===== config.mk =====
export PLATFORM = sky130hd
export DESIGN_NAME = led_ctrl_top
export DESIGN_NICKNAME = d
export VERILOG_FILES = /design/src/hdl/frame_pkg.sv /design/src/hdl/led_pkg.sv /design/src/hdl/led_cmd_if.sv /design/src/hdl/frame_dispatcher.sv /design/src/hdl/led_ctrl_top.sv /design/src/hdl/pwm_color_gen.sv /design/src/hdl/spi_byte_rx.sv
export SDC_FILE = /design/constraint.sdc
export NUM_CORES = 1
export LEC_CHECK = 0
export BUFFER_PORTS_ARGS = -buffer_cell sky130_fd_sc_hd__buf_2
export CAP_MARGIN = 5
export CORE_MARGIN = 10
export CORE_UTILIZATION = 30
export CTS_CLUSTER_DIAMETER = 200
export CTS_CLUSTER_SIZE = 40
export DETAILED_ROUTE_END_ITERATION = 8
export GPL_TIMING_DRIVEN = 0
export PLACE_DENSITY = 0.5
export RECOVER_POWER = 50
export SLEW_MARGIN = 20
export SYNTH_ARGS = -nofsm -noshare
export SYNTH_HDL_FRONTEND = slang
export SYNTH_SLANG_ARGS = --single-unit
export TNS_END_PERCENT = 20

===== constraint.sdc =====
create_clock -name clk -period 6.7 [get_ports clk]
set_clock_uncertainty 0.2 [all_clocks]
set_input_delay 1.675 -clock clk [delete_from_list [all_inputs] [get_ports clk]]
set_output_delay 1.675 -clock clk [all_outputs]
set_load 0.005 [all_outputs]

===== src/hdl/frame_pkg.sv =====
// SPI frame protocol: dispatcher states, mode opcodes and the frame field layout
package frame_pkg;

    // the dispatcher either hunts for the sync byte or collects payload fields
    typedef enum logic [0:0] {
        ST_HUNT    = 1'b0,
        ST_COLLECT = 1'b1
    } frame_state_e;

    // mode byte of a frame, any value not listed here behaves like MODE_OFF
    typedef enum logic [7:0] {
        MODE_OFF     = 8'd0,
        MODE_DIRECT  = 8'd1,
        MODE_PALETTE = 8'd2
    } mode_e;

    // payload bytes that follow the sync byte
    localparam int FRAME_FIELDS = 7;

    // position of each payload byte within the frame, counted after the sync byte
    localparam logic [2:0] FIELD_INTENSITY = 3'd0;
    localparam logic [2:0] FIELD_COLOR_IDX = 3'd1;
    localparam logic [2:0] FIELD_RED       = 3'd2;
    localparam logic [2:0] FIELD_GREEN     = 3'd3;
    localparam logic [2:0] FIELD_BLUE      = 3'd4;
    localparam logic [2:0] FIELD_WHITE     = 3'd5;
    localparam logic [2:0] FIELD_MODE      = 3'd6;

endpackage


===== src/hdl/led_pkg.sv =====
// LED channel types, the fixed color palette and the PWM arithmetic types
package led_pkg;

    // one 8-bit channel level, also used for the intensity byte
    typedef logic [7:0] channel_t;

    typedef struct packed {
        channel_t red;
        channel_t green;
        channel_t blue;
        channel_t white;
    } rgbw_t;

    // full product of a channel level and the intensity before it is cut to a duty
    typedef logic [15:0] product_t;

    // palette lookups use only the low bits of the color index byte
    typedef logic [2:0] palette_idx_t;

    localparam int NUM_COLORS = 8;

    localparam rgbw_t PALETTE [NUM_COLORS] = '{
        '{red: 8'hff, green: 8'h00, blue: 8'h00, white: 8'h00},
        '{red: 8'h00, green: 8'hff, blue: 8'h00, white: 8'h00},
        '{red: 8'h00, green: 8'h00, blue: 8'hff, white: 8'h00},
        '{red: 8'h00, green: 8'h00, blue: 8'h00, white: 8'hff},
        // amber with a little white to soften it
        '{red: 8'hff, green: 8'h80, blue: 8'h00, white: 8'h10},
        '{red: 8'h00, green: 8'hc0, blue: 8'hc0, white: 8'h00},
        '{red: 8'hc0, green: 8'h00, blue: 8'ha0, white: 8'h00},
        // warm white mixes all four channels
        '{red: 8'hff, green: 8'ha0, blue: 8'h50, white: 8'h80}
    };

endpackage


===== src/hdl/led_cmd_if.sv =====
// LED command bundle passed from the frame dispatcher to the color generator
`timescale 1ns/1ps

interface led_cmd_if;
    import frame_pkg::*;
    import led_pkg::*;

    channel_t   intensity;
    logic [7:0] color_idx;
    rgbw_t      color;
    mode_e      mode;
    // single-cycle strobe, the fields hold their values until the next strobe
    logic       update;

    modport dispatcher (
        output intensity,
        output color_idx,
        output color,
        output mode,
        output update
    );

    modport generator (
        input intensity,
        input color_idx,
        input color,
        input mode,
        input update
    );

endinterface


===== src/hdl/frame_dispatcher.sv =====
// frame dispatcher that hunts for the sync byte, gathers the payload and commits one command
`timescale 1ns/1ps

module frame_dispatcher #(
    parameter logic [7:0] SYNC_BYTE = 8'h55
) (
    input  logic          clk,
    input  logic          reset,
    input  logic [7:0]    rx_byte,
    input  logic          rx_valid,
    input  logic          frame_abort,
    led_cmd_if.dispatcher cmd
);
    import frame_pkg::*;
    import led_pkg::*;

    frame_state_e state;
    logic [2:0]   field_idx;
    logic         commit;

    // fields of the frame in progress, only copied out once the frame is whole
    channel_t     intensity_hold;
    logic [7:0]   color_idx_hold;
    rgbw_t        color_hold;

    // the mode byte is the last field and is taken straight from the receiver
    assign commit = rx_valid && !frame_abort && (state == ST_COLLECT) &&
                    (field_idx == FIELD_MODE);

    always_ff @(posedge clk) begin
        if (!reset) begin
            state     <= ST_HUNT;
            field_idx <= '0;
        end else if (frame_abort) begin
            // a cs_n rise ends the frame wherever it stood
            state     <= ST_HUNT;
            field_idx <= '0;
        end else if (rx_valid) begin
            case (state)
                ST_HUNT: begin
                    if (rx_byte == SYNC_BYTE) begin
                        state     <= ST_COLLECT;
                        field_idx <= '0;
                    end
                end
                ST_COLLECT: begin
                    if (commit) begin
                        state     <= ST_HUNT;
                        field_idx <= '0;
                    end else begin
                        field_idx <= field_idx + 3'd1;
                    end
                end
                default: begin
                    state     <= ST_HUNT;
                    field_idx <= '0;
                end
            endcase
        end
    end

    always_ff @(posedge clk) begin
        if (rx_valid && state == ST_COLLECT) begin
            case (field_idx)
                FIELD_INTENSITY: intensity_hold   <= rx_byte;
                FIELD_COLOR_IDX: color_idx_hold   <= rx_byte;
                FIELD_RED:       color_hold.red   <= rx_byte;
                FIELD_GREEN:     color_hold.green <= rx_byte;
                FIELD_BLUE:      color_hold.blue  <= rx_byte;
                FIELD_WHITE:     color_hold.white <= rx_byte;
                default: begin
                end
            endcase
        end
    end

    // all fields change together so the generator never sees half a frame
    always_ff @(posedge clk) begin
        if (!reset) begin
            cmd.intensity <= '0;
            cmd.color_idx <= '0;
            cmd.color     <= '0;
            cmd.mode      <= MODE_OFF;
            cmd.update    <= 1'b0;
        end else begin
            cmd.update <= commit;
            if (commit) begin
                cmd.intensity <= intensity_hold;
                cmd.color_idx <= color_idx_hold;
                cmd.color     <= color_hold;
                cmd.mode      <= mode_e'(rx_byte);
            end
        end
    end

    a_field_idx_range : assert property (
        @(posedge clk) disable iff (!reset) field_idx < 3'(FRAME_FIELDS)
    ) else $error("field index ran past the last payload byte");

endmodule


===== src/hdl/led_ctrl_top.sv =====
// LED controller top level joining the SPI receiver, frame dispatcher and color generator
`timescale 1ns/1ps

module led_ctrl_top #(
    parameter logic [7:0] SYNC_BYTE = 8'h55,
    parameter int         PWM_BITS  = 8
) (
    input  logic clk,
    input  logic reset,
    input  logic sclk,
    input  logic cs_n,
    input  logic mosi,
    output logic pwm_red,
    output logic pwm_green,
    output logic pwm_blue,
    output logic pwm_white
);

    logic [7:0] rx_byte;
    logic       rx_valid;
    logic       frame_abort;

    led_cmd_if u_cmd_if ();

    spi_byte_rx u_spi_byte_rx (
        .clk         (clk),
        .reset       (reset),
        .sclk        (sclk),
        .cs_n        (cs_n),
        .mosi        (mosi),
        .rx_byte     (rx_byte),
        .rx_valid    (rx_valid),
        .frame_abort (frame_abort)
    );

    frame_dispatcher #(
        .SYNC_BYTE (SYNC_BYTE)
    ) u_frame_dispatcher (
        .clk         (clk),
        .reset       (reset),
        .rx_byte     (rx_byte),
        .rx_valid    (rx_valid),
        .frame_abort (frame_abort),
        .cmd         (u_cmd_if.dispatcher)
    );

    pwm_color_gen #(
        .PWM_BITS (PWM_BITS)
    ) u_pwm_color_gen (
        .clk       (clk),
        .reset     (reset),
        .cmd       (u_cmd_if.generator),
        .pwm_red   (pwm_red),
        .pwm_green (pwm_green),
        .pwm_blue  (pwm_blue),
        .pwm_white (pwm_white)
    );

endmodule


===== src/hdl/pwm_color_gen.sv =====
// color generator that picks the color source, scales it by intensity and drives four PWM outputs
`timescale 1ns/1ps

module pwm_color_gen #(
    parameter int PWM_BITS = 8
) (
    input  logic         clk,
    input  logic         reset,
    led_cmd_if.generator cmd,
    output logic         pwm_red,
    output logic         pwm_green,
    output logic         pwm_blue,
    output logic         pwm_white
);
    import frame_pkg::*;
    import led_pkg::*;

    localparam int NUM_CH = 4;
    // the counter stops one short of all ones, so full scale is a 2^PWM_BITS - 1 period
    localparam logic [PWM_BITS-1:0] CNT_LAST = {{(PWM_BITS-1){1'b1}}, 1'b0};

    mode_e               lat_mode;
    channel_t            lat_intensity;
    palette_idx_t        lat_idx;
    rgbw_t               lat_color;
    rgbw_t               src_color;
    channel_t            src_ch [NUM_CH];
    logic [PWM_BITS-1:0] duty_next [NUM_CH];
    logic [PWM_BITS-1:0] duty [NUM_CH];
    logic [PWM_BITS-1:0] pwm_cnt;
    logic                cnt_wrap;
    logic                off_active;
    logic [NUM_CH-1:0]   pwm_out;

    // keep the upper PWM_BITS bits of level times intensity
    function automatic logic [PWM_BITS-1:0] scale(channel_t level, channel_t gain);
        product_t prod;
        prod = product_t'(level) * product_t'(gain);
        return prod[$bits(product_t)-1 -: PWM_BITS];
    endfunction

    always_ff @(posedge clk) begin
        if (!reset) begin
            lat_mode      <= MODE_OFF;
            lat_intensity <= '0;
        end else if (cmd.update) begin
            lat_mode      <= cmd.mode;
            lat_intensity <= cmd.intensity;
        end
    end

    always_ff @(posedge clk) begin
        if (cmd.update) begin
            lat_idx   <= cmd.color_idx[2:0];
            lat_color <= cmd.color;
        end
    end

    // unknown mode bytes land in the default branch and give black
    always_comb begin
        case (lat_mode)
            MODE_DIRECT:  src_color = lat_color;
            MODE_PALETTE: src_color = PALETTE[lat_idx];
            default:      src_color = '0;
        endcase
    end

    assign src_ch[0] = src_color.red;
    assign src_ch[1] = src_color.green;
    assign src_ch[2] = src_color.blue;
    assign src_ch[3] = src_color.white;

    always_comb begin
        for (int ch = 0; ch < NUM_CH; ch++) begin
            duty_next[ch] = scale(src_ch[ch], lat_intensity);
        end
    end

    assign cnt_wrap = (pwm_cnt == CNT_LAST);

    // new duties are loaded only at the wrap, so a period is never cut mid-way
    always_ff @(posedge clk) begin
        if (!reset) begin
            pwm_cnt    <= '0;
            duty       <= '{default: '0};
            off_active <= 1'b1;
        end else if (cnt_wrap) begin
            pwm_cnt    <= '0;
            duty       <= duty_next;
            off_active <= (lat_mode != MODE_DIRECT) && (lat_mode != MODE_PALETTE);
        end else begin
            pwm_cnt <= pwm_cnt + PWM_BITS'(1);
        end
    end

    always_comb begin
        for (int ch = 0; ch < NUM_CH; ch++) begin
            pwm_out[ch] = (pwm_cnt < duty[ch]);
        end
    end

    assign pwm_red   = pwm_out[0];
    assign pwm_green = pwm_out[1];
    assign pwm_blue  = pwm_out[2];
    assign pwm_white = pwm_out[3];

    // the duties in force came from an off mode, so every LED must be dark
    a_off_dark : assert property (
        @(posedge clk) disable iff (!reset) off_active |-> (pwm_out == '0)
    ) else $error("pwm output active while mode is off");

endmodule


===== src/hdl/spi_byte_rx.sv =====
// SPI mode-0 slave receiver that synchronizes the pins and delivers whole bytes
`timescale 1ns/1ps

module spi_byte_rx (
    input  logic       clk,
    input  logic       reset,
    input  logic       sclk,
    input  logic       cs_n,
    input  logic       mosi,
    output logic [7:0] rx_byte,
    output logic       rx_valid,
    output logic       frame_abort
);

    // two synchronizer flops per pin, plus a history flop for edge detection
    logic       sclk_meta;
    logic       sclk_sync;
    logic       sclk_prev;
    logic       cs_meta;
    logic       cs_sync;
    logic       cs_prev;
    logic       mosi_meta;
    logic       mosi_sync;
    logic       sclk_rise;
    logic       cs_rise;
    logic [2:0] bit_cnt;
    logic [6:0] shift_reg;

    // chip select idles high so the synchronizer starts deasserted
    always_ff @(posedge clk) begin
        if (!reset) begin
            sclk_meta <= 1'b0;
            sclk_sync <= 1'b0;
            sclk_prev <= 1'b0;
            cs_meta   <= 1'b1;
            cs_sync   <= 1'b1;
            cs_prev   <= 1'b1;
        end else begin
            sclk_meta <= sclk;
            sclk_sync <= sclk_meta;
            sclk_prev <= sclk_sync;
            cs_meta   <= cs_n;
            cs_sync   <= cs_meta;
            cs_prev   <= cs_sync;
        end
    end

    always_ff @(posedge clk) begin
        mosi_meta <= mosi;
        mosi_sync <= mosi_meta;
    end

    assign sclk_rise = sclk_sync & ~sclk_prev;
    assign cs_rise   = cs_sync & ~cs_prev;

    always_ff @(posedge clk) begin
        if (!reset) begin
            bit_cnt     <= '0;
            rx_valid    <= 1'b0;
            frame_abort <= 1'b0;
        end else begin
            rx_valid    <= 1'b0;
            frame_abort <= cs_rise;
            if (cs_sync) begin
                bit_cnt <= '0;
            end else if (sclk_rise) begin
                // the counter wraps to zero after the eighth bit by itself
                bit_cnt <= bit_cnt + 3'd1;
                if (bit_cnt == 3'd7) begin
                    rx_valid <= 1'b1;
                end
            end
        end
    end

    // msb arrives first, so older bits move up
    always_ff @(posedge clk) begin
        if (sclk_rise && !cs_sync) begin
            shift_reg <= {shift_reg[5:0], mosi_sync};
            if (bit_cnt == 3'd7) begin
                rx_byte <= {shift_reg, mosi_sync};
            end
        end
    end

    // eight sclk edges separate two bytes, so a byte strobe can never repeat
    a_rx_valid_single : assert property (
        @(posedge clk) disable iff (!reset) rx_valid |=> !rx_valid
    ) else $error("rx_valid held for more than one cycle");

endmodule


# Word-level counts from Yosys, hierarchy flattened
# Memory sizes are Yosys's and may differ from the RTL's.
# Cells that the tools add are included.
[word_totals]
regBits = 218
input_bits = 5
rom_bits = 256
memories = 1
wordCells = 104
[memory_table]
columns = ["name", "words", "word_bits", "rd", "rd_clocked_by_memory_dff", "write_ports", "line_no", "source"]
rows = [
  ["(name not given)", 8, 32, 1, 0, 0, "pwm_color_gen.sv:63", "MODE_PALETTE: src_color = PALETTE[lat_idx];"],
]
[op_classes]
bitwise = 8
n_eq_ne = 12
n_lt_le_gt_ge = 5
reduce_logical = 20
multipliers = 4
mux = 10
addsub = 3
[op_table]
columns = ["operator", "n"]
rows = [
  ["8-bit by 8-bit multiplier with 16-bit output", 4],
  ["32-bit two-way mux", 2],
  ["32-bit one-hot mux with 2 select lines", 1],
  ["8-bit less-than comparator", 4],
  ["2-bit AND reduction", 8],
  ["3-bit == test (second input constant)", 4],
  ["8-bit by 1-bit adder with 8-bit output (second input constant)", 1],
  ["8-bit by 1-bit == test with 1-bit output (second input constant)", 1],
  ["8-bit by 2-bit == test with 1-bit output (second input constant)", 1],
  ["8-bit by 7-bit == test with 1-bit output (second input constant)", 1],
  ["8-bit == test (second input constant)", 1],
  ["3-bit by 1-bit adder with 3-bit output (second input constant)", 2],
  ["3-bit by 2-bit == test with 1-bit output (second input constant)", 2],
  ["3-bit two-way mux", 2],
  ["3-bit one-hot mux with 2 select lines", 1],
  ["2-bit OR reduction", 3],
  ["1-bit logical AND", 5],
  ["1-bit inverter", 5],
  ["4-bit >= comparator (second input constant)", 1],
  ["3-bit inverter with 4-bit output", 1],
  ["3-bit by 1-bit == test with 1-bit output (second input constant)", 1],
  ["3-bit logical NOT", 1],
  ["1-bit two-way mux", 3],
  ["3-bit OR reduction", 1],
  ["other kinds (4)", 6],
]

# Longest topological paths before layout
# Gate-level depths: netlist of run 1.
[depth]
word_depth = 6
ltp_mapped = 24

# By module
# A second synthesis of run 1 with hierarchy kept.
[unflattened]
cells_unflattened = 1682
area_unflattened_um2 = 16895.0
[modules_own_cells]
columns = ["module", "cells_each", "area_per_inst_um2", "instances"]
rows = [
  ["pwm_color_gen", 1291, 12100.4, 1],
  ["frame_dispatcher", 344, 3936.3, 1],
  ["spi_byte_rx", 47, 858.3, 1],
]

# Worst setup path before layout of run 1
# OpenSTA, ideal clock, no wires.
[synth_timing]
path_kind = "register to register"
from = "register u_pwm_color_gen.lat_mode[7]"
to = "register u_pwm_color_gen.duty[14] (netlist bit)"
arrival_ns = 6.167
stages_incl_launch_ff = 24
synth_period_minus_slack_ns = 6.482
n_path_buf = 3
path_slack_ns = 0.218
cell_sequence = "dfxtp_1 > or4_1 > or3_2 > clkbuf_1 > nor2b_1 > clkbuf_1 > clkbuf_1 > nand2_1 > o21ai_0 > and2_1 > fa_1 > fa_1 > fa_1 > inv_1 > fa_1 > inv_1 > ha_1 > or2_2 > a21oi_1 > a31oi_4 > a211oi_1 > xor2_1 > o21ai_1 > and2_1"
[synth_via]
elab_chain_len = 3
[synth_rtl]
columns = ["item", "line_no", "source"]
rows = [
  ["start, declared", "pwm_color_gen.sv:22", "mode_e lat_mode;"],
  ["start signal, assigned", "pwm_color_gen.sv:47", "lat_mode <= cmd.mode;"],
  ["8-bit by 2-bit == test with 1-bit output or 8-bit by 1-bit == test with 1-bit output (tied branches)", "pwm_color_gen.sv:61", "case (lat_mode)"],
  ["32-bit one-hot mux with 2 select lines *", "pwm_color_gen.sv:61", ""],
  ["8-bit by 8-bit multiplier with 16-bit output *", "pwm_color_gen.sv:38", "prod = product_t'(level) * product_t'(gain);"],
  ["end signal, assigned", "pwm_color_gen.sv:89", "duty <= duty_next;"],
  ["end, declared", "pwm_color_gen.sv:29", "logic [PWM_BITS-1:0] duty [NUM_CH];"],
]
# Mark *: on every way between the ends. The rest lies on a longest branch, timed or not.
# A chain may end at the register's enable or synchronous reset.

# Final worst setup path of run 1
[layout_timing]
from = "register u_pwm_color_gen.lat_mode[7]"
to = "register u_pwm_color_gen.duty[15] (netlist bit)"
# Same word-level chain as after synthesis.

==> results of run 1 <==
repair_timing:
action	CTS	global route
endpoints found under the setup margin	28	16
buffers inserted	0	3
cloned	0	0
pin swaps	0	3
resized for setup	27	16
hold buffers	0	0
cells in the mapped netlist (3+ instances only):
| cell | n | area, um2 |
|---|---|---|
| xor2_1 | 19 | 166 |
| nor2b_1 | 32 | 200 |
| dfxtp_1 | 125 | 2500 |
| a21boi_0 | 53 | 398 |
| o21ai_0 | 33 | 165 |
| nand3_1 | 16 | 80.1 |
| a22o_1 | 4 | 35.0 |
| o31ai_1 | 3 | 22.5 |
| edfxtp_1 | 93 | 2790 |
| xnor2_1 | 15 | 131 |
| a31o_2 | 4 | 35.0 |
| and2_1 | 217 | 1360 |
| o2bb2ai_1 | 4 | 35.0 |
| clkbuf_1 | 62 | 233 |
| o22ai_1 | 3 | 18.8 |
| a2bb2oi_1 | 3 | 26.3 |
| nand3b_1 | 7 | 52.6 |
| ha_1 | 174 | 2180 |
| nor2_1 | 51 | 191 |
| a32oi_1 | 3 | 26.3 |
| inv_1 | 191 | 717 |
| and3_1 | 5 | 31.3 |
| a21o_1 | 32 | 240 |
| or2_2 | 7 | 43.8 |
| nand4_1 | 5 | 31.3 |
| mux2i_1 | 25 | 250 |
| a21oi_1 | 34 | 170 |
| nand2_1 | 221 | 830 |
| nand2b_1 | 14 | 87.6 |
| buf_2 | 3 | 15.0 |
| nor3_1 | 11 | 55.1 |
| fa_1 | 140 | 2800 |
metal layers:
layer	routed length, um	vias up	global-route usage
li1	-	5365	-
met1	19600	5452	0.174
met2	20000	101	0.228
met3	942	20	0.00864
met4	409	0	0.0189
met5	0	-	0
cells in the final DEF, fill, tap and decap left out, types with 30 or more instances in the layout:
cell type / n
dfxtp_1: 125
nor2b_1: 30
clkbuf_1: 62
nand2_1: 221
nor2_1: 51
a21oi_1: 33
edfxtp_1: 93
inv_1: 191
fa_1: 140
and2_1: 216
ha_1: 174
a21boi_0: 53
worst max-delay path, stage by stage, from the launching register on:
cell	delay, ns
dfxtp_1	0.34
or4_1	0.56
or3_4	0.47
nand2b_2	0.39
o21ai_4	0.41
and2_4	0.21
fa_1	0.43
fa_1	0.51
fa_1	0.56
inv_1	0.06
fa_1	0.54
inv_1	0.05
ha_1	0.33
nand2_1	0.10
or4_4	0.45
a31oi_4	0.23
a211oi_2	0.15
nor3b_1	0.23
a31o_1	0.12
a21oi_1	0.06
logic make-up (layout without fill, tap and decap cells):
family | after synthesis | after routing | share of synthesized area
buf+inv | 256 | 279 | 0.0594
fa+ha+maj | 314 | 314 | 0.307
flops | 218 | 218 | 0.326
compound gates | 197 | 197 | 0.0847
simple gates | 600 | 600 | 0.190
mux | 25 | 25 | 0.0154
xor+xnor | 34 | 34 | 0.0183
through the flow:
step | util | cells | setup TNS (ns) | setup slack (ns) | hold slack [ns]
6_report | 0.327 | 2363 | 0 | 0.178 | 0.146
4_1_cts | 0.327 | 2360 | 0 | 0.123 | 0.151
3_3_place_gp | 0.319 | 2347 | -12.25 | -0.882 | 0.126
5_1_grt | 0.327 | 2363 | -0.133 | -0.0352 | 0.152
2_1_floorplan | - | 1644 | 0 | 0.218 | 0.110
3_5_place_dp | 0.320 | 2348 | -12.92 | -0.929 | 0.122
power breakdown:
group	switching [mW]	internal, mW
Combinational	0.0298	0.0280
Clock	0.403	0.261
Sequential	0.00589	1.38
cell type report:
| type | instances | area (um2) |
|---|---|---|
| Clock inverter | 1 | 30.0 |
| Fill cell | 5468 | 36100 |
| Timing Repair Buffer | 11 | 61.3 |
| Sequential cell | 218 | 5300 |
| Inverter | 191 | 717 |
| Clock buffer | 12 | 236 |
| Buffer | 64 | 253 |
| Tap cell | 696 | 871 |
| Multi-Input combinational cell | 1170 | 10100 |
worst paths after layout:
kind | cells past startpoint | endpoint | slack (ns) | from
min | 0 | u_spi_byte_rx.mosi_sync$_DFF_P_ | 0.15 | u_spi_byte_rx.mosi_meta$_DFF_P_
max reg2reg | 19 | u_pwm_color_gen.duty[15]$_SDFFE_PN0P_ | 0.18 | u_pwm_color_gen.lat_mode[7]$_SDFFE_PN0P_
min reg2reg | 0 | u_spi_byte_rx.mosi_sync$_DFF_P_ | 0.15 | u_spi_byte_rx.mosi_meta$_DFF_P_
max | 19 | u_pwm_color_gen.duty[15]$_SDFFE_PN0P_ | 0.18 | u_pwm_color_gen.lat_mode[7]$_SDFFE_PN0P_
==> qor.csv, run 1 <==
stage,metric,value,unit
run_status,outcome,"finished, violations left",
run_status,failing checks,"capacitance limit, slew limit",
die,row count,85,
critical_path,Critical Path AT,6.69,ns
timing,period utilisation layout,0.973,
yosys,register bit total from synthesis,218,
detailed_routing,routed len/inst,17.3,um
die,total core area,53700,um2
clocking,clk sinks,218,
grt,initial antenna violation count,1,
timing,Fmax,0.153,GHz
timing,minimum clock period,6.52,ns
grt,GRT Util Overall,0.129,
clocking,CTS tree,built,
finish,Syn-to-layout area delta,8.27,%
detailed_routing,Via density,4.63,
place,RePlAce Congestion,0.812,
detailed_routing,vias,10938,
detailed_routing,WL final,41000,um
timing,Slew HR,-0.211,
detailed_routing,count of antenna-violating nets left after detailed routing,0,
yosys,Mapped Area,16200,um2
yosys,Async SR Flop Fraction,0,
finish,Layout Nets,1984,
timing,Final Max Slew Viols,33,
clocking,CTS root buffer,clkbuf_16,
place,Post-Place Cell Area,17200,um2
power_and_ir_drop,Leakage,7.69,nW
detailed_routing,TritonRoute pass-1 iters,5,
critical_path,Crit path required time,6.86,ns
clocking,Num CTS Buffers,9,
yosys,register area share after synthesis,0.326,
critical_path,critical path type,register to register,
clocking,clock buffer depth,3,
timing,RSZ-0062 raised after global routing,true,
timing,Worst Tran Pin Value,1.82,ns
place,Detailed Place HPWL,32400,um
yosys,Cells after Synth,1644,
yosys,"EDFF count, synth",93,
grt,total grt overflow,0,
clocking,"CTS clk-pin slew, worst paths",0.14,ns
finish,final instance area,17600,um2
die,DIE AREA,63900,um2
die,Initial Util,0.302,
yosys,yosys synthesis warning count,0,
die,die height,253,um
yosys,average cell area after synthesis,9.88,um2
place,port buffer count,7,
power_and_ir_drop,P per Cell Area,120,nW/um2
detailed_routing,Starting DRT DRC Count,470,
power_and_ir_drop,Overall Power,2.10,mW
yosys,"Top FF cell, synth",dfxtp_1,
yosys,syn nets,1963,
grt,largest net degree at the start of global routing,42,
grt,first-pass GRT wire length,64800,um
clocking,H-tree level count,1,
timing,Final setup viols,0,
finish,share of cells above drive strength 1,0.0414,
power_and_ir_drop,Worst VDD drop,137,uV
critical_path,CP startpoint kind,register,
job,maxcap violations,1,
finish,Ant. Diodes,0,
die,io pins,9,
yosys,count of cell types in the netlist,58,
die,Die Wd,253,um
grt,number of global-route vias before repair,11233,
worst_hold_path,worst hold-check path type,register to register,
critical_path,CP max FO,8,
clocking,worst-skew pair later-pin latency,0.49,ns
detailed_routing,drt drc,0,
timing,Final Hold Viols,0,
critical_path,Setup crit end kind,register,
Note: power is estimated with default switching activity, not from simulation.
==> inputs of run 2 (changes only) <==
Settings changed: PLACE_DENSITY 0.5 to 0.49.
Clock period 6.7 ns to 7.8 ns, I/O delays scaled along.
==> qor.csv, run 2 (synthesized netlist as in run 1, its figures left out) <==
stage,metric,value,unit,change
place,Detailed Place HPWL,32700,um,+0.72%
timing,RSZ-0062 raised after global routing,false,,
grt,total grt overflow,0,,unchanged
finish,Syn-to-layout area delta,7.40,%,
critical_path,critical path cell sequence,or4_1 > or3_2 > clkbuf_1 > nor2b_1 > clkbuf_1 > clkbuf_1 > nand2_1 > o21ai_1 > and2_1 > fa_1 > fa_1 > fa_1 > inv_1 > fa_1 > inv_1 > ha_1 > nand2_1 > a2bb2oi_1 > nand3_2 > a311o_1 > a31o_4 > mux2i_1 > a31o_1,,
critical_path,family with the most delay on the worst path,adder cells,,
die,io pins,9,,unchanged
detailed_routing,vias,10904,,-0.31%
die,total core area,53700,um2,unchanged
critical_path,Crit path required time,8.02,ns,+1.16 ns
power_and_ir_drop,Leakage,7.67,nW,-0.33%
detailed_routing,WL final,40800,um,-0.36%
critical_path,Crit path top cell by count,fa_1,,
timing,Slew HR,-0.195,,+0.0156
clocking,CTS root buffer,clkbuf_16,,
detailed_routing,wire length on met2,19800,um,-1.1%
detailed_routing,Top Metal Used,met4,,
die,Die Wd,253,um,unchanged
clocking,Num CTS Buffers,9,,unchanged
place,"worst slack, placed",0.317,ns,+1.25 ns
critical_path,Setup crit end kind,register,,
power_and_ir_drop,Overall Power,1.82,mW,-13%
critical_path,CP max FO,10,,+2
clocking,cts hold-fix bufs,0,,unchanged
timing,Fmax,0.136,GHz,-12%
critical_path,CP startpoint kind,register,,
die,Initial Util,0.302,,unchanged
power_and_ir_drop,switch share,0.215,,+0.00655
clocking,clk sinks,218,,unchanged
clocking,CTS tree,built,,
power_and_ir_drop,sequential share of power,0.652,,-0.005
critical_path,critical path type,register to register,,
critical_path,Critical Path AT,7.60,ns,+0.91 ns
clocking,post-cts resize count,0,,-100%
timing,minimum clock period,7.38,ns,+0.857 ns
power_and_ir_drop,Clock power frac,0.321,,+0.006
finish,"most common cell after layout, fill and taps aside",nand2_1,,
clocking,postcts setup bufs,0,,unchanged
clocking,H-tree level count,1,,unchanged
place,Post-Place Cell Area,17200,um2,unchanged
power_and_ir_drop,Power Internal,1.43,mW,-14%
finish,Fillers,5571,,+1.9%
grt,initial antenna violation count,0,,-1
critical_path,sum of buffers and inverters on the critical path,5,,+3
timing,Worst Tran Pin Value,1.79,ns,-0.0234 ns
clocking,clock buffer depth,3,,unchanged
die,die height,253,um,unchanged
detailed_routing,Starting DRT DRC Count,537,,+14%
timing,Final Hold Viols,0,,unchanged
detailed_routing,metal1 wirelength,19800,um,+0.98%
worst_hold_path,worst hold-check path type,register to register,,
critical_path,Critical Path Max Stage Delay,0.54,ns,-0.02 ns
job,maxcap violations,1,,unchanged
finish,Layout Utilization,0.325,,-0.00263
finish,share of cells above drive strength 1,0.0264,,-0.0150
detailed_routing,Via density,4.62,,-0.27%
clocking,worst-skew pair later-pin latency,0.49,ns,about the same
timing,Final Max Slew Viols,33,,unchanged
finish,Layout Nets,1982,,-0.10%
run_status,outcome,"finished, violations left",,
detailed_routing,met3 WL post-DR,758,um,-20%
grt,first-pass GRT wire length,65000,um,+0.21%
finish,"commonest non-fill, non-tap cells in the layout","221 x nand2_1, 217 x and2_1, 191 x inv_1",,
critical_path,worst-path cell with the longest stage delay,or4_1,,
clocking,"CTS clk-pin slew, worst paths",0.16,ns,+0.02 ns
timing,Final WS setup,0.420,ns,+0.243 ns
grt,number of global-route vias before repair,11396,,+1.5%
power_and_ir_drop,Worst VDD drop,159,uV,+17%
detailed_routing,count of antenna-violating nets left after detailed routing,0,,unchanged
finish,final instance area,17400,um2,-0.80%
timing,setup TNS,0,ns,unchanged
power_and_ir_drop,Gate power share,0.027,,about the same
place,port buffer count,7,,unchanged
power_and_ir_drop,P per Cell Area,104,nW/um2,-13%
timing,period utilisation layout,0.946,,-0.0274
detailed_routing,drt drc,0,,unchanged
grt,GRT Util Overall,0.130,,+0.000232
place,RePlAce Congestion,0.823,,+1.4%
detailed_routing,routed len/inst,17.3,um,-0.32%
grt,largest net degree at the start of global routing,42,,unchanged
die,DIE AREA,63900,um2,unchanged
detailed_routing,TritonRoute pass-1 iters,5,,unchanged
timing,Final setup viols,0,,unchanged
power_and_ir_drop,sw power,0.392,mW,-11%
run_status,failing checks,"capacitance limit, slew limit",,
die,row count,85,,unchanged
-- run 2: power by group through the flow --
stage / sequential [mW] / combinational, mW / clock, mW
2_1_floorplan: 1.21 / 0.0342 / 0
3_3_place_gp: 1.21 / 0.0501 / 0
3_5_place_dp: 1.21 / 0.0507 / 0
4_1_cts: 1.19 / 0.0509 / 0.609
5_1_grt: 1.19 / 0.0556 / 0.640
6_report: 1.19 / 0.0497 / 0.585
-- run 2: layout make-up --
| cell class | count | area, um2 | area share |
|---|---|---|---|
| antenna | 1 | 2.50 | 0.000143 |
| clock inverter | 1 | 30.0 | 0.00172 |
| clock buffer | 12 | 236 | 0.0136 |
| inverter | 191 | 717 | 0.0411 |
| tap | 696 | 871 | 0.0499 |
| timing repair buffer | 8 | 38.8 | 0.00222 |
| sequential | 218 | 5300 | 0.304 |
| buffer | 65 | 248 | 0.0142 |
| multi-input combinational | 1170 | 10000 | 0.574 |
-- run 2: per-stage QoR --
stage                     hold slack [ns]  cells
after floorplan                     0.110   1644
after global placement              0.124   2347
after detailed placement            0.118   2348
after CTS                           0.148   2361
after global routing                0.158   2361
final                               0.145   2362
-- run 2: path summary, 6_finish.rpt --
check                                                 from                                    end  slack (ns)  cells past startpoint
hold reg to reg            u_spi_byte_rx.mosi_meta$_DFF_P_        u_spi_byte_rx.mosi_sync$_DFF_P_        0.15                      0
setup / recovery  u_pwm_color_gen.lat_mode[7]$_SDFFE_PN0P_  u_pwm_color_gen.duty[22]$_SDFFE_PN0P_        0.42                     23
hold / removal             u_spi_byte_rx.mosi_meta$_DFF_P_        u_spi_byte_rx.mosi_sync$_DFF_P_        0.15                      0
setup reg to reg  u_pwm_color_gen.lat_mode[7]$_SDFFE_PN0P_  u_pwm_color_gen.duty[22]$_SDFFE_PN0P_        0.42                     23
-- run 2: per-layer routing --
layer  global-route usage  up-vias
li1                     -     5359
met1                0.175     5443
met2                0.228       84
met3              0.00864       18
met4               0.0191        0
met5                    0        -
==> inputs of run 3 (changes only) <==
Settings changed: REMOVE_ABC_BUFFERS set to 1.
==> qor.csv, run 3 (synthesized netlist as in run 1, its figures left out) <==
stage,metric,value,unit,change
run_status,outcome,"finished, violations left",,
run_status,failing checks,"capacitance limit, slew limit",,
clocking,CTS tree,built,,
clocking,cts hold-fix bufs,0,,unchanged
detailed_routing,routed len/inst,14.7,um,-15%
detailed_routing,Top Metal Used,met4,,
critical_path,FF-to-FF Start,u_pwm_color_gen.lat_mode[7]$_SDFFE_PN0P_,,
power_and_ir_drop,Overall Power,1.81,mW,-0.47%
critical_path,Setup crit end kind,register,,
die,DIE AREA,63900,um2,unchanged
timing,RSZ-0062 raised after global routing,false,,
die,Die Wd,253,um,unchanged
critical_path,R2R Setup Slk,0.54,ns,+0.12 ns
timing,Slew HR,-0.241,,-0.0458
place,RePlAce Congestion,0.766,,-6.9%
die,die height,253,um,unchanged
detailed_routing,TritonRoute pass-1 iters,5,,unchanged
grt,number of global-route vias before repair,10809,,-5.2%
die,row count,85,,unchanged
grt,total grt overflow,0,,unchanged
clocking,clk sinks,218,,unchanged
worst_hold_path,hold depth,0,,unchanged
critical_path,CP Launch Point,u_pwm_color_gen.lat_mode[7]$_SDFFE_PN0P_,,
timing,period utilisation layout,0.930,,-0.0159
place,port buffer count,8,,+1
finish,Multi-input gate area,10000,um2,-0.12%
finish,Sequential Area,5310,um2,+0.19%
finish,Syn-to-layout area delta,6.60,%,
clocking,clock buffer depth,3,,unchanged
detailed_routing,vias,10353,,-5.1%
clocking,H-tree level count,1,,unchanged
timing,Final Max Slew Viols,36,,+9.1%
grt,first-pass GRT wire length,57400,um,-12%
detailed_routing,count of antenna-violating nets left after detailed routing,0,,unchanged
critical_path,Reg2Reg Depth,19,,-17%
finish,"most common cell after layout, fill and taps aside",nand2_1,,
finish,Ant. Diodes,0,,-1
finish,Layout Utilization,0.322,,-0.00242
clocking,"CTS clk-pin slew, worst paths",0.15,ns,about the same
timing,Fmax,0.138,GHz,+1.7%
finish,"commonest non-fill, non-tap cells in the layout","221 x nand2_1, 217 x and2_1, 191 x inv_1",,
detailed_routing,Via density,4.49,,-2.7%
place,post-placement cell count,2293,,-2.3%
place,Detailed Place HPWL,25400,um,-22%
timing,Final WS setup,0.545,ns,+0.124 ns
finish,share of cells above drive strength 1,0.0360,,+0.00960
critical_path,worst r2r dst,u_pwm_color_gen.duty[14]$_SDFFE_PN0P_,,
detailed_routing,met3 WL post-DR,729,um,-3.8%
finish,Layout Nets,1927,,-2.8%
detailed_routing,Starting DRT DRC Count,389,,-28%
detailed_routing,metal1 wirelength,16600,um,-16%
worst_hold_path,hold wc startpoint,u_spi_byte_rx.mosi_meta$_DFF_P_,,
power_and_ir_drop,P per Cell Area,105,nW/um2,+0.27%
worst_hold_path,worst hold-check path type,register to register,,
detailed_routing,drt drc,0,,unchanged
finish,Non-Filler Instances,2306,,-2.4%
clocking,postcts setup bufs,0,,unchanged
grt,initial antenna violation count,0,,unchanged
critical_path,critical path type,register to register,,
finish,Fillers,5448,,-2.2%
clocking,post-cts resize count,0,,unchanged
die,Initial Util,0.302,,unchanged
critical_path,CP startpoint kind,register,,
clocking,worst-skew pair later-pin latency,0.50,ns,about the same
timing,Worst Tran Pin Value,1.86,ns,+0.0687 ns
clocking,CTS root buffer,clkbuf_16,,
die,io pins,9,,unchanged
detailed_routing,wire length on met2,16200,um,-18%
clocking,Num CTS Buffers,9,,unchanged
critical_path,Crit path required time,8.03,ns,about the same
power_and_ir_drop,Worst VDD drop,125,uV,-22%
place,"worst slack, placed",0.499,ns,+0.182 ns
detailed_routing,WL final,34000,um,-17%
job,maxcap violations,1,,unchanged
timing,Final setup viols,0,,unchanged
timing,setup TNS,0,ns,unchanged
power_and_ir_drop,Leakage,7.64,nW,-0.34%
grt,largest net degree at the start of global routing,70,,+67%
worst_hold_path,Worst Hold End,u_spi_byte_rx.mosi_sync$_DFF_P_,,
critical_path,CP max FO,10,,unchanged
grt,GRT Util Overall,0.110,,-0.0201
timing,Final Hold Viols,0,,unchanged
timing,minimum clock period,7.26,ns,-0.124 ns
critical_path,Critical Path AT,7.49,ns,-0.11 ns
die,total core area,53700,um2,unchanged
-- run 3: changes by cell type in the layout (fill, tap and decap cells not counted), moves of 2 or more --
cell      previous run  this run
buf_12               0         2
dfxtp_2              0         8
o21ai_0             27        31
buf_2               10         7
buf_6                0         4
buf_4                0         3
dfxtp_1            125       117
o21ai_2              3         0
clkbuf_1            66         4
-- run 3: routing by layer --
layer,up-vias,GRT usage
li1,5235,-
met1,5010,0.144
met2,79,0.192
met3,29,0.0120
met4,0,0.0210
met5,-,0
-- run 3: where the power goes --
part | internal, mW | total (mW) | switching [mW] | leakage, nW
registers | 1.18 | 1.19 | 0.00469 | 1.86
clock network | 0.224 | 0.579 | 0.355 | 0.126
logic | 0.0239 | 0.0474 | 0.0234 | 5.66
-- run 3: final cells by class --
class                           count  share of cell area
Clock buffer                       12              0.0137
Tap cell                          696              0.0503
Sequential cell                   218               0.306
Clock inverter                      1             0.00173
Timing Repair Buffer               18             0.00932
Inverter                          191              0.0414
Multi-Input combinational cell   1170               0.577
-- run 3: critical path: stages, from the launching register on --
cell	delay (ns)
dfxtp_1	0.34
or4_1	0.54
or3_2	0.59
nand2b_1	0.33
o21ai_0	0.90
and2_1	0.27
fa_1	0.46
fa_1	0.52
fa_1	0.54
inv_1	0.05
fa_1	0.53
inv_1	0.05
ha_1	0.33
or2_2	0.30
a21oi_1	0.24
a31oi_4	0.07
a211oi_1	0.43
xor2_1	0.24
o21ai_1	0.07
and2_1	0.18
-- run 3: worst max-delay path by stage --
stage                                                 end  slack (ns)  cells after the start
global route        u_pwm_color_gen.duty[31]$_SDFFE_PN0P_        0.16                     21
detailed placement  u_pwm_color_gen.duty[14]$_SDFFE_PN0P_        0.50                     19
floorplan           u_pwm_color_gen.duty[14]$_SDFFE_PN0P_        1.07                     20
global placement     u_pwm_color_gen.duty[6]$_SDFFE_PN0P_       -0.18                     21
CTS                 u_pwm_color_gen.duty[14]$_SDFFE_PN0P_        0.50                     19
finish              u_pwm_color_gen.duty[14]$_SDFFE_PN0P_        0.54                     19
-- run 3: through the flow --
stage	hold slack, ns	instance area (um2)
floorplan	0.110	16000
global placement	0.112	16900
detailed placement	0.113	17100
CTS	0.145	17300
global route	0.149	17300
finish	0.143	17300
